[src/source/core_pkg.sv]
package core_pkg;

    ///////////////////////////////////////////////////////////////////////
    // datapath types
    localparam int data_width = 32;

    typedef logic [data_width-1:0] word_t;
    typedef logic [3:0]            reg_addr_t;

    localparam word_t reset_pc = '0;
    localparam word_t pc_step  = 32'd4;

    // reads as zero, writes to it are dropped
    localparam reg_addr_t zero_reg_read = 4'd15;

    ///////////////////////////////////////////////////////////////////////
    // instruction fields
    localparam int op_msb    = 27;
    localparam int op_lsb    = 26;
    localparam int imm_bit   = 25;
    localparam int cmd_msb   = 24;
    localparam int cmd_lsb   = 21;
    localparam int load_bit  = 20;
    localparam int rn_msb    = 19;
    localparam int rn_lsb    = 16;
    localparam int rd_msb    = 15;
    localparam int rd_lsb    = 12;
    localparam int rm_msb    = 3;
    localparam int rm_lsb    = 0;
    localparam int imm8_msb  = 7;
    localparam int imm12_msb = 11;
    localparam int imm_lsb   = 0;

    localparam logic [1:0] op_data   = 2'b00;
    localparam logic [1:0] op_memory = 2'b01;

    localparam logic [3:0] cmd_and = 4'b0000;
    localparam logic [3:0] cmd_sub = 4'b0010;
    localparam logic [3:0] cmd_add = 4'b0100;
    localparam logic [3:0] cmd_orr = 4'b1100;
    localparam logic [3:0] cmd_mov = 4'b1101;

    typedef enum logic [2:0] {
        alu_add,
        alu_sub,
        alu_and,
        alu_orr,
        alu_pass_b
    } alu_op_t;

    typedef enum logic [1:0] {
        fwd_none,
        fwd_from_memory,
        fwd_from_writeback
    } forward_sel_t;

endpackage

[src/source/decode_stage.sv]
module decode_stage (
    input  logic                clk,
    input  logic                reset,
    input  logic                stall,
    input  core_pkg::word_t     instr_d,
    input  logic                wb_write_enable,
    input  core_pkg::reg_addr_t wb_write_addr,
    input  core_pkg::word_t     wb_result,
    output core_pkg::reg_addr_t src_a_idx_d,
    output core_pkg::reg_addr_t src_b_idx_d,
    output logic                reg_write_e,
    output logic                mem_write_e,
    output logic                mem_to_reg_e,
    output logic                alu_src_imm_e,
    output core_pkg::alu_op_t   alu_op_e,
    output core_pkg::word_t     operand_a_e,
    output core_pkg::word_t     operand_b_e,
    output core_pkg::word_t     imm_e,
    output core_pkg::reg_addr_t src_a_idx_e,
    output core_pkg::reg_addr_t src_b_idx_e,
    output core_pkg::reg_addr_t dest_e
);

    logic [1:0]          op;
    logic [3:0]          cmd;
    core_pkg::reg_addr_t rn;
    core_pkg::reg_addr_t rd;
    core_pkg::reg_addr_t rm;
    logic                imm_form;
    logic                cmd_known;
    logic                is_data;
    logic                is_mem;
    logic                is_load;
    logic                is_store;
    logic                reg_write;
    core_pkg::alu_op_t   data_op;
    core_pkg::alu_op_t   alu_op;
    core_pkg::word_t     imm;
    core_pkg::word_t     read_data_a;
    core_pkg::word_t     read_data_b;

    assign op       = instr_d[core_pkg::op_msb:core_pkg::op_lsb];
    assign cmd      = instr_d[core_pkg::cmd_msb:core_pkg::cmd_lsb];
    assign rn       = instr_d[core_pkg::rn_msb:core_pkg::rn_lsb];
    assign rd       = instr_d[core_pkg::rd_msb:core_pkg::rd_lsb];
    assign rm       = instr_d[core_pkg::rm_msb:core_pkg::rm_lsb];
    assign imm_form = instr_d[core_pkg::imm_bit];

    ///////////////////////////////////////////////////////////////////////
    // control decode
    always_comb begin
        cmd_known = 1'b1;
        case (cmd)
            core_pkg::cmd_and: data_op = core_pkg::alu_and;
            core_pkg::cmd_sub: data_op = core_pkg::alu_sub;
            core_pkg::cmd_add: data_op = core_pkg::alu_add;
            core_pkg::cmd_orr: data_op = core_pkg::alu_orr;
            core_pkg::cmd_mov: data_op = core_pkg::alu_pass_b;
            default: begin
                data_op   = core_pkg::alu_add;
                cmd_known = 1'b0;
            end
        endcase
    end

    assign is_data  = (op == core_pkg::op_data) && cmd_known;
    assign is_mem   = (op == core_pkg::op_memory);
    assign is_load  = is_mem && instr_d[core_pkg::load_bit];
    assign is_store = is_mem && !instr_d[core_pkg::load_bit];
    // address calculation is always base plus offset
    assign alu_op   = is_data ? data_op : core_pkg::alu_add;

    // r15 as destination turns the instruction into a no-op
    assign reg_write = (is_data || is_load) && (rd != core_pkg::zero_reg_read);

    // unused sources point at r15 so they never match a hazard
    assign src_a_idx_d = (is_mem || (is_data && cmd != core_pkg::cmd_mov)) ?
                         rn : core_pkg::zero_reg_read;
    assign src_b_idx_d = is_store ? rd :
                         (is_data && !imm_form) ? rm : core_pkg::zero_reg_read;

    assign imm = is_mem ? core_pkg::word_t'(instr_d[core_pkg::imm12_msb:core_pkg::imm_lsb])
                        : core_pkg::word_t'(instr_d[core_pkg::imm8_msb:core_pkg::imm_lsb]);

    register_file u_register_file (
        .clk          (clk),
        .reset        (reset),
        .read_addr_a  (src_a_idx_d),
        .read_addr_b  (src_b_idx_d),
        .write_enable (wb_write_enable),
        .write_addr   (wb_write_addr),
        .write_data   (wb_result),
        .read_data_a  (read_data_a),
        .read_data_b  (read_data_b)
    );

    ///////////////////////////////////////////////////////////////////////
    // decode to execute register
    always_ff @(posedge clk or posedge reset) begin
        if (reset) begin
            reg_write_e  <= 1'b0;
            mem_write_e  <= 1'b0;
            mem_to_reg_e <= 1'b0;
        end else if (stall) begin
            // bubble
            reg_write_e  <= 1'b0;
            mem_write_e  <= 1'b0;
            mem_to_reg_e <= 1'b0;
        end else begin
            reg_write_e  <= reg_write;
            mem_write_e  <= is_store;
            mem_to_reg_e <= is_load && reg_write;
        end
    end

    always_ff @(posedge clk) begin
        alu_src_imm_e <= (is_data && imm_form) || is_mem;
        alu_op_e      <= alu_op;
        operand_a_e   <= read_data_a;
        operand_b_e   <= read_data_b;
        imm_e         <= imm;
        src_a_idx_e   <= src_a_idx_d;
        src_b_idx_e   <= src_b_idx_d;
        dest_e        <= rd;
    end

endmodule

[src/source/execute_stage.sv]
module execute_stage (
    input  logic                   clk,
    input  logic                   reset,
    input  logic                   reg_write_e,
    input  logic                   mem_write_e,
    input  logic                   mem_to_reg_e,
    input  logic                   alu_src_imm_e,
    input  core_pkg::alu_op_t      alu_op_e,
    input  core_pkg::word_t        operand_a_e,
    input  core_pkg::word_t        operand_b_e,
    input  core_pkg::word_t        imm_e,
    input  core_pkg::reg_addr_t    dest_e,
    input  core_pkg::forward_sel_t forward_a,
    input  core_pkg::forward_sel_t forward_b,
    input  core_pkg::word_t        alu_result_m_fwd,
    input  core_pkg::word_t        result_w_fwd,
    output logic                   reg_write_m,
    output logic                   mem_write_m,
    output logic                   mem_to_reg_m,
    output core_pkg::word_t        alu_result_m,
    output core_pkg::word_t        store_data_m,
    output core_pkg::reg_addr_t    dest_m
);

    core_pkg::word_t src_a;
    core_pkg::word_t src_b;
    core_pkg::word_t alu_b;
    core_pkg::word_t alu_result;

    // forwarding muxes
    always_comb begin
        case (forward_a)
            core_pkg::fwd_from_memory:    src_a = alu_result_m_fwd;
            core_pkg::fwd_from_writeback: src_a = result_w_fwd;
            default:                      src_a = operand_a_e;
        endcase
        case (forward_b)
            core_pkg::fwd_from_memory:    src_b = alu_result_m_fwd;
            core_pkg::fwd_from_writeback: src_b = result_w_fwd;
            default:                      src_b = operand_b_e;
        endcase
    end

    // src_b is also the store data, before the immediate select
    assign alu_b = alu_src_imm_e ? imm_e : src_b;

    always_comb begin
        case (alu_op_e)
            core_pkg::alu_add: alu_result = src_a + alu_b;
            core_pkg::alu_sub: alu_result = src_a - alu_b;
            core_pkg::alu_and: alu_result = src_a & alu_b;
            core_pkg::alu_orr: alu_result = src_a | alu_b;
            default:           alu_result = alu_b;
        endcase
    end

    always_ff @(posedge clk or posedge reset) begin
        if (reset) begin
            reg_write_m  <= 1'b0;
            mem_write_m  <= 1'b0;
            mem_to_reg_m <= 1'b0;
        end else begin
            reg_write_m  <= reg_write_e;
            mem_write_m  <= mem_write_e;
            mem_to_reg_m <= mem_to_reg_e;
        end
    end

    always_ff @(posedge clk) begin
        alu_result_m <= alu_result;
        store_data_m <= src_b;
        dest_m       <= dest_e;
    end

endmodule

[src/source/fetch_stage.sv]
module fetch_stage (
    input  logic            clk,
    input  logic            reset,
    input  logic            stall,
    input  core_pkg::word_t imem_data,
    output core_pkg::word_t imem_addr,
    output core_pkg::word_t instr_d
);

    core_pkg::word_t pc;

    assign imem_addr = pc;

    // pc and decode instruction both freeze on a load-use stall
    always_ff @(posedge clk or posedge reset) begin
        if (reset) begin
            pc      <= core_pkg::reset_pc;
            instr_d <= '0;
        end else if (!stall) begin
            pc      <= pc + core_pkg::pc_step;
            instr_d <= imem_data;
        end
    end

endmodule

[src/source/hazard_unit.sv]
module hazard_unit (
    input  core_pkg::reg_addr_t    src_a_idx_d,
    input  core_pkg::reg_addr_t    src_b_idx_d,
    input  core_pkg::reg_addr_t    src_a_idx_e,
    input  core_pkg::reg_addr_t    src_b_idx_e,
    input  core_pkg::reg_addr_t    dest_e,
    input  core_pkg::reg_addr_t    dest_m,
    input  core_pkg::reg_addr_t    dest_w,
    input  logic                   mem_to_reg_e,
    input  logic                   reg_write_m,
    input  logic                   reg_write_w,
    output logic                   stall,
    output core_pkg::forward_sel_t forward_a,
    output core_pkg::forward_sel_t forward_b
);

    // youngest producer wins
    function automatic core_pkg::forward_sel_t pick_source(
        input core_pkg::reg_addr_t src,
        input logic                rw_m,
        input core_pkg::reg_addr_t d_m,
        input logic                rw_w,
        input core_pkg::reg_addr_t d_w
    );
        if (rw_m && d_m == src) begin
            return core_pkg::fwd_from_memory;
        end
        if (rw_w && d_w == src) begin
            return core_pkg::fwd_from_writeback;
        end
        return core_pkg::fwd_none;
    endfunction

    assign forward_a = pick_source(src_a_idx_e, reg_write_m, dest_m, reg_write_w, dest_w);
    assign forward_b = pick_source(src_b_idx_e, reg_write_m, dest_m, reg_write_w, dest_w);

    // load result not ready until writeback
    assign stall = mem_to_reg_e && (dest_e == src_a_idx_d || dest_e == src_b_idx_d);

endmodule

[src/source/memory_writeback.sv]
module memory_writeback (
    input  logic                clk,
    input  logic                reset,
    input  logic                reg_write_m,
    input  logic                mem_to_reg_m,
    input  core_pkg::reg_addr_t dest_m,
    input  core_pkg::word_t     alu_result_m,
    input  core_pkg::word_t     dmem_rdata,
    output logic                reg_write_w,
    output core_pkg::reg_addr_t dest_w,
    output core_pkg::word_t     result_w
);

    logic            mem_to_reg_w;
    core_pkg::word_t load_data_w;
    core_pkg::word_t alu_result_w;

    always_ff @(posedge clk or posedge reset) begin
        if (reset) begin
            reg_write_w  <= 1'b0;
            mem_to_reg_w <= 1'b0;
        end else begin
            reg_write_w  <= reg_write_m;
            mem_to_reg_w <= mem_to_reg_m;
        end
    end

    // dmem_rdata is already valid for the address on the memory stage
    always_ff @(posedge clk) begin
        load_data_w  <= dmem_rdata;
        alu_result_w <= alu_result_m;
        dest_w       <= dest_m;
    end

    assign result_w = mem_to_reg_w ? load_data_w : alu_result_w;

endmodule

[src/source/pipeline_core.sv]
module pipeline_core (
    input  logic            clk,
    input  logic            reset,
    output core_pkg::word_t imem_addr,
    input  core_pkg::word_t imem_data,
    output core_pkg::word_t dmem_addr,
    output core_pkg::word_t dmem_wdata,
    output logic            dmem_we,
    input  core_pkg::word_t dmem_rdata
);

    logic                   stall;
    core_pkg::word_t        instr_d;
    core_pkg::reg_addr_t    src_a_idx_d;
    core_pkg::reg_addr_t    src_b_idx_d;
    logic                   reg_write_e;
    logic                   mem_write_e;
    logic                   mem_to_reg_e;
    logic                   alu_src_imm_e;
    core_pkg::alu_op_t      alu_op_e;
    core_pkg::word_t        operand_a_e;
    core_pkg::word_t        operand_b_e;
    core_pkg::word_t        imm_e;
    core_pkg::reg_addr_t    src_a_idx_e;
    core_pkg::reg_addr_t    src_b_idx_e;
    core_pkg::reg_addr_t    dest_e;
    core_pkg::forward_sel_t forward_a;
    core_pkg::forward_sel_t forward_b;
    logic                   reg_write_m;
    logic                   mem_to_reg_m;
    core_pkg::word_t        alu_result_m;
    core_pkg::reg_addr_t    dest_m;
    logic                   reg_write_w;
    core_pkg::reg_addr_t    dest_w;
    core_pkg::word_t        result_w;

    assign dmem_addr = alu_result_m;

    fetch_stage u_fetch (
        .clk       (clk),
        .reset     (reset),
        .stall     (stall),
        .imem_data (imem_data),
        .imem_addr (imem_addr),
        .instr_d   (instr_d)
    );

    decode_stage u_decode (
        .clk             (clk),
        .reset           (reset),
        .stall           (stall),
        .instr_d         (instr_d),
        .wb_write_enable (reg_write_w),
        .wb_write_addr   (dest_w),
        .wb_result       (result_w),
        .src_a_idx_d     (src_a_idx_d),
        .src_b_idx_d     (src_b_idx_d),
        .reg_write_e     (reg_write_e),
        .mem_write_e     (mem_write_e),
        .mem_to_reg_e    (mem_to_reg_e),
        .alu_src_imm_e   (alu_src_imm_e),
        .alu_op_e        (alu_op_e),
        .operand_a_e     (operand_a_e),
        .operand_b_e     (operand_b_e),
        .imm_e           (imm_e),
        .src_a_idx_e     (src_a_idx_e),
        .src_b_idx_e     (src_b_idx_e),
        .dest_e          (dest_e)
    );

    hazard_unit u_hazard (
        .src_a_idx_d  (src_a_idx_d),
        .src_b_idx_d  (src_b_idx_d),
        .src_a_idx_e  (src_a_idx_e),
        .src_b_idx_e  (src_b_idx_e),
        .dest_e       (dest_e),
        .dest_m       (dest_m),
        .dest_w       (dest_w),
        .mem_to_reg_e (mem_to_reg_e),
        .reg_write_m  (reg_write_m),
        .reg_write_w  (reg_write_w),
        .stall        (stall),
        .forward_a    (forward_a),
        .forward_b    (forward_b)
    );

    execute_stage u_execute (
        .clk              (clk),
        .reset            (reset),
        .reg_write_e      (reg_write_e),
        .mem_write_e      (mem_write_e),
        .mem_to_reg_e     (mem_to_reg_e),
        .alu_src_imm_e    (alu_src_imm_e),
        .alu_op_e         (alu_op_e),
        .operand_a_e      (operand_a_e),
        .operand_b_e      (operand_b_e),
        .imm_e            (imm_e),
        .dest_e           (dest_e),
        .forward_a        (forward_a),
        .forward_b        (forward_b),
        .alu_result_m_fwd (alu_result_m),
        .result_w_fwd     (result_w),
        .reg_write_m      (reg_write_m),
        .mem_write_m      (dmem_we),
        .mem_to_reg_m     (mem_to_reg_m),
        .alu_result_m     (alu_result_m),
        .store_data_m     (dmem_wdata),
        .dest_m           (dest_m)
    );

    memory_writeback u_memory_writeback (
        .clk          (clk),
        .reset        (reset),
        .reg_write_m  (reg_write_m),
        .mem_to_reg_m (mem_to_reg_m),
        .dest_m       (dest_m),
        .alu_result_m (alu_result_m),
        .dmem_rdata   (dmem_rdata),
        .reg_write_w  (reg_write_w),
        .dest_w       (dest_w),
        .result_w     (result_w)
    );

endmodule

[src/source/register_file.sv]
module register_file (
    input  logic                clk,
    input  logic                reset,
    input  core_pkg::reg_addr_t read_addr_a,
    input  core_pkg::reg_addr_t read_addr_b,
    input  logic                write_enable,
    input  core_pkg::reg_addr_t write_addr,
    input  core_pkg::word_t     write_data,
    output core_pkg::word_t     read_data_a,
    output core_pkg::word_t     read_data_b
);

    // r0..r14 only
    core_pkg::word_t regs [0:core_pkg::zero_reg_read-1];

    always_ff @(posedge clk or posedge reset) begin
        if (reset) begin
            for (int i = 0; i < core_pkg::zero_reg_read; i++) begin
                regs[i] <= '0;
            end
        end else if (write_enable && write_addr != core_pkg::zero_reg_read) begin
            regs[write_addr] <= write_data;
        end
    end

    // same-cycle write is visible to decode
    always_comb begin
        if (read_addr_a == core_pkg::zero_reg_read) begin
            read_data_a = '0;
        end else if (write_enable && write_addr == read_addr_a) begin
            read_data_a = write_data;
        end else begin
            read_data_a = regs[read_addr_a];
        end
    end

    always_comb begin
        if (read_addr_b == core_pkg::zero_reg_read) begin
            read_data_b = '0;
        end else if (write_enable && write_addr == read_addr_b) begin
            read_data_b = write_data;
        end else begin
            read_data_b = regs[read_addr_b];
        end
    end

endmodule

[config.mk]
export PLATFORM = sky130hd
export DESIGN_NAME = pipeline_core
export DESIGN_NICKNAME = d
export VERILOG_FILES = /design/src/source/core_pkg.sv /design/src/source/decode_stage.sv /design/src/source/execute_stage.sv /design/src/source/fetch_stage.sv /design/src/source/hazard_unit.sv /design/src/source/memory_writeback.sv /design/src/source/pipeline_core.sv /design/src/source/register_file.sv
export SDC_FILE = /design/constraint.sdc
export NUM_CORES = 2
export LEC_CHECK = 0
export BUFFER_PORTS_ARGS = -buffer_cell sky130_fd_sc_hd__buf_2
export CORE_MARGIN = 2
export CORE_UTILIZATION = 39
export CTS_CLUSTER_DIAMETER = 30
export DETAILED_ROUTE_END_ITERATION = 16
export SETUP_SLACK_MARGIN = 0.2
export SKIP_LAST_GASP = 1
export SYNTH_ARGS = -nofsm -noshare
export SYNTH_HDL_FRONTEND = slang
export SYNTH_SLANG_ARGS = --single-unit
[constraint.sdc]
create_clock -name clk -period 40 [get_ports clk]
set_input_delay 8 -clock clk [delete_from_list [all_inputs] [get_ports clk]]
set_output_delay 8 -clock clk [all_outputs]
set_load 0.05 [all_outputs]
==> parameters.txt <==
Parameter                              Value

Timing
  Final Slew Violations ... 0
  Maximum clock frequency ... 102 MHz
  Final TNS setup ... 0 ns
  Hold Vio Cnt, Final ... 0
  Fin Clk Skew ... 0.0195 ns
  Transition time at the pin with the least slew margin ... 1.25 ns
  Setup repair after global routing missed its margin ... no
  Worst relative slew slack ... 0.147
  Final worst path period need ... 9.76 ns
  Setup-failing EPs final ... 0
  Share of the cycle needed by the critical path after routing ... 0.244

Logic synthesis
  Cell types with the largest area share after synthesis ... sky130_fd_sc_hd__dfrtp_1, sky130_fd_sc_hd__dfxtp_1, sky130_fd_sc_hd__nand2_1
  Post-Synthesis Mean Instance Area ... 8.47 µm²
  Most area-hungry cell type in the Yosys netlist ... sky130_fd_sc_hd__dfrtp_1
  Share of async-settable or async-resettable flops after synthesis ... 0.705
  Synth Flop Type ... sky130_fd_sc_hd__dfrtp_1
  Count of cell types in the netlist ... 85
  Share of the yosys chip area belonging to registers ... 0.462
  Summed instance area of the synthesized netlist ... 39500 µm²
  Area fraction of the dominant cell type after synthesis ... 0.346
  Cell count after synthesis ... 4663
  Post-synth EDFFs ... 0
  Synth Warn # ... 0
  #FFs+latches synth ... 774

Cells and area
  Highest-count cells in the layout ignoring fill and taps ... sky130_fd_sc_hd__nand2_1, sky130_fd_sc_hd__dfrtp_1, sky130_fd_sc_hd__a21oi_1
  Layout-stage area growth over the synthesis result ... 18.3%
  Nets ... 4777
  Fill cell count ... 9451
  End-of-flow core utilization ... 0.466
  Layout cell share with drive strength beyond 1 ... 0.137
  Most common library cell in the layout ignoring fill and taps ... sky130_fd_sc_hd__nand2_1

Power and ir drop
  Part of the total power dissipated in the clock network ... 0.425
  Cell area power density ... 66.3 nW/µm²
  Standby leakage power ... 20.4 nW
  Fraction of power spent switching nets ... 0.327
  Switching pwr ... 1.01 mW
  Share of power burned in registers ... 0.360
  Maximum ir drop on the vdd rail ... 39.1 µV
  Relative contribution of combinational cells to total power ... 0.215
  Total internal power ... 2.08 mW

Critical path
  Register-to-register setup slack ... 32.97 ns
  Type of the worst setup path ... input pin to asynchronous set/reset pin
  Startpoint of the most critical setup path ... reset
  Reg2Reg Launch Point ... u_execute.dest_m[0]$_DFF_P_
  Critical Path AT ... 10.50 ns
  Element type at the critical path end ... asynchronous set/reset pin
  Startpoint Class ... input pin
  Data required time of the worst path ... 40.75 ns
  Maximum net fanout on the critical path ... 128

Routing
  Number of detailed-route iterations in the first pass ... 6
  Total routed wirelength ... 133 mm
  Initial drt markers ... 3241
  Overall via count from detail_route ... 34.9k
  Drt drc ... 0
  Detail Route Antenna Nets ... 0
  Detailed-route wire length per cell ... 21.7 µm
  DR vias/cell ... 5.73

Floorplanning
  Number of standard-cell rows in the floorplan ... 116
  Io pins ... 163
  Floorplan die area ... 104000 µm²
  Standard cell core area ... 100000 µm²
  Die W ... 322 µm
  Overall die height ... 322 µm
  Starting density of the core ... 0.394

Job
  Maxcap violations ... 0

Global routing
  GRT Overall Usage ... 0.253
  Wire length of the first global-routing pass ... 203 mm
  Pin count of the biggest net entering global routing ... 155
  Vias in the first global route ... 33.5k
  Remaining Overflow, GRT ... 0
  Initial antenna violation count ... 2

Place
  Final RePlAce weighted congestion ... 0.932
  Half-perimeter wire length of the detailed placement result ... 78.4 mm
  Number of I/O port buffers ... 156

Clock tree
  Maximum level of the CTS H-tree ... 4
  Clock tree root buffer cell ... sky130_fd_sc_hd__clkbuf_16
  Clock transition at the register clock pins on the worst setup and hold paths after CTS ... 0.05 ns
  Clk sinks ... 774
  Resize count post-CTS ... 0
  Clock latency reported for the late side of the worst-skew pair ... 0.74 ns
  Total CTS buffers ... 154
  Number of buffers inserted to repair setup after CTS ... 0
  Hold-fix buffers, CTS ... 0
  Clock buffer depth ... 3
  Clock tree from TritonCTS ... yes

Hold path
  Critical hold path startpoint ... u_decode.mem_write_e$_DFF_PP0_
  Worst min path class ... flip-flop to flip-flop

Run status
  Outcome ... completed
layer usage:
layer	up-vias	wire length (µm)	track usage
met1	16900	57900	0.339
met4	2	3910	0.0892
met3	284	9610	0.0466
met5	-	113	0.00787
met2	1373	61100	0.409
li1	16400	-	-
sequential cells by signal, summed over array words and instances (netlist names), 3 cells and up:
signal                           count
u_decode.u_register_file.regs      480
u_decode.operand_a_e                32
u_decode.operand_b_e                32
u_execute.alu_result_m              32
u_execute.store_data_m              32
u_memory_writeback.alu_result_w     32
u_memory_writeback.load_data_w      32
u_fetch.imem_addr                   30
u_fetch.instr_d                     28
u_decode.imm_e                      12
u_decode.dest_e                      4
u_decode.src_a_idx_e                 4
u_decode.src_b_idx_e                 4
u_execute.dest_m                     4
u_memory_writeback.dest_w            4
u_decode.alu_op_e                    3
worst max-delay path, stage by stage:
cell                    delay, ns
sky130_fd_sc_hd__buf_2       0.13
sky130_fd_sc_hd__inv_8       0.62
sky130_fd_sc_hd__buf_4       0.81
sky130_fd_sc_hd__buf_4       0.78
cells by family after synthesis:
kind of cell | Yosys count | share of synthesized area
xor gates and xnor gates | 111 | 0.0246
DFF | 774 | 0.462
and+or+nand+nor | 1733 | 0.185
muxes | 293 | 0.0798
buffers and inverters | 451 | 0.0456
AOI/OAI and AO/OA | 1263 | 0.191
other | 1 | 0.0000950
adders and majority gates | 37 | 0.0119
final timing paths:
kind	end	depth (start not counted)
setup reg to reg	u_execute.alu_result_m[28]$_DFF_P_	20
max in group clk	dmem_addr[3]	1
hold / removal	u_execute.mem_write_m$_DFF_PP0_	0
hold reg to reg	u_execute.mem_write_m$_DFF_PP0_	0
min in group asynchronous	u_fetch.imem_addr[18]$_DFFE_PP0N_	2
setup / recovery	u_decode.u_register_file.regs[121]$_DFFE_PP0P_	4
Yosys cell counts, types with 23 or more instances:
master and instances:
sky130_fd_sc_hd__nand2_1 834, sky130_fd_sc_hd__dfrtp_1 546, sky130_fd_sc_hd__a21oi_1 538, sky130_fd_sc_hd__nor2_1 521, sky130_fd_sc_hd__clkbuf_1 319, sky130_fd_sc_hd__o21ai_0 305, sky130_fd_sc_hd__dfxtp_1 228, sky130_fd_sc_hd__mux2i_1 211
sky130_fd_sc_hd__nand3_1 137, sky130_fd_sc_hd__o221ai_1 97, sky130_fd_sc_hd__and3_1 73, sky130_fd_sc_hd__a211oi_1 72, sky130_fd_sc_hd__xnor2_1 72, sky130_fd_sc_hd__a311oi_1 63, sky130_fd_sc_hd__mux2_2 63, sky130_fd_sc_hd__inv_1 44
sky130_fd_sc_hd__nor3_1 44, sky130_fd_sc_hd__a31oi_1 41, sky130_fd_sc_hd__buf_1 39, sky130_fd_sc_hd__xor2_1 39, sky130_fd_sc_hd__ha_1 36, sky130_fd_sc_hd__nand2b_1 28, sky130_fd_sc_hd__buf_2 23
power groups by stage:
stage	clock, mW	combinational [mW]	sequential (mW)
2_1_floorplan	0	0.435	1.14
5_1_grt	1.37	0.739	1.14
6_report	1.32	0.667	1.11
3_5_place_dp	0	0.658	1.12
3_3_place_gp	0	0.646	1.12
4_1_cts	1.33	0.661	1.11
final cells by class:
cell class                 instances  area [µm²]  share of cell area
antenna                            1        2.50           0.0000536
clock inverter                    80         997              0.0214
timing repair buffer             251        1540              0.0331
sequential                       774       18200               0.391
tap                             1298        1620              0.0348
multi-input combinational       3439       19700               0.422
inverter                          54         218             0.00466
clock buffer                     203        4390              0.0940
stage by stage:
step	cell area [µm²]	instances	setup slack [ns]	hold slack (ns)	total power, mW
after floorplan	39500	4664	16.74	0.331	1.57
after global placement	41300	5816	29.37	0.333	1.76
after detailed placement	41300	5816	29.37	0.337	1.78
after CTS	46700	6099	30.13	0.348	3.10
after global routing	46700	6099	29.81	0.354	3.25
final	46700	6100	30.24	0.349	3.10
Note: power is estimated with default switching activity, not from simulation.
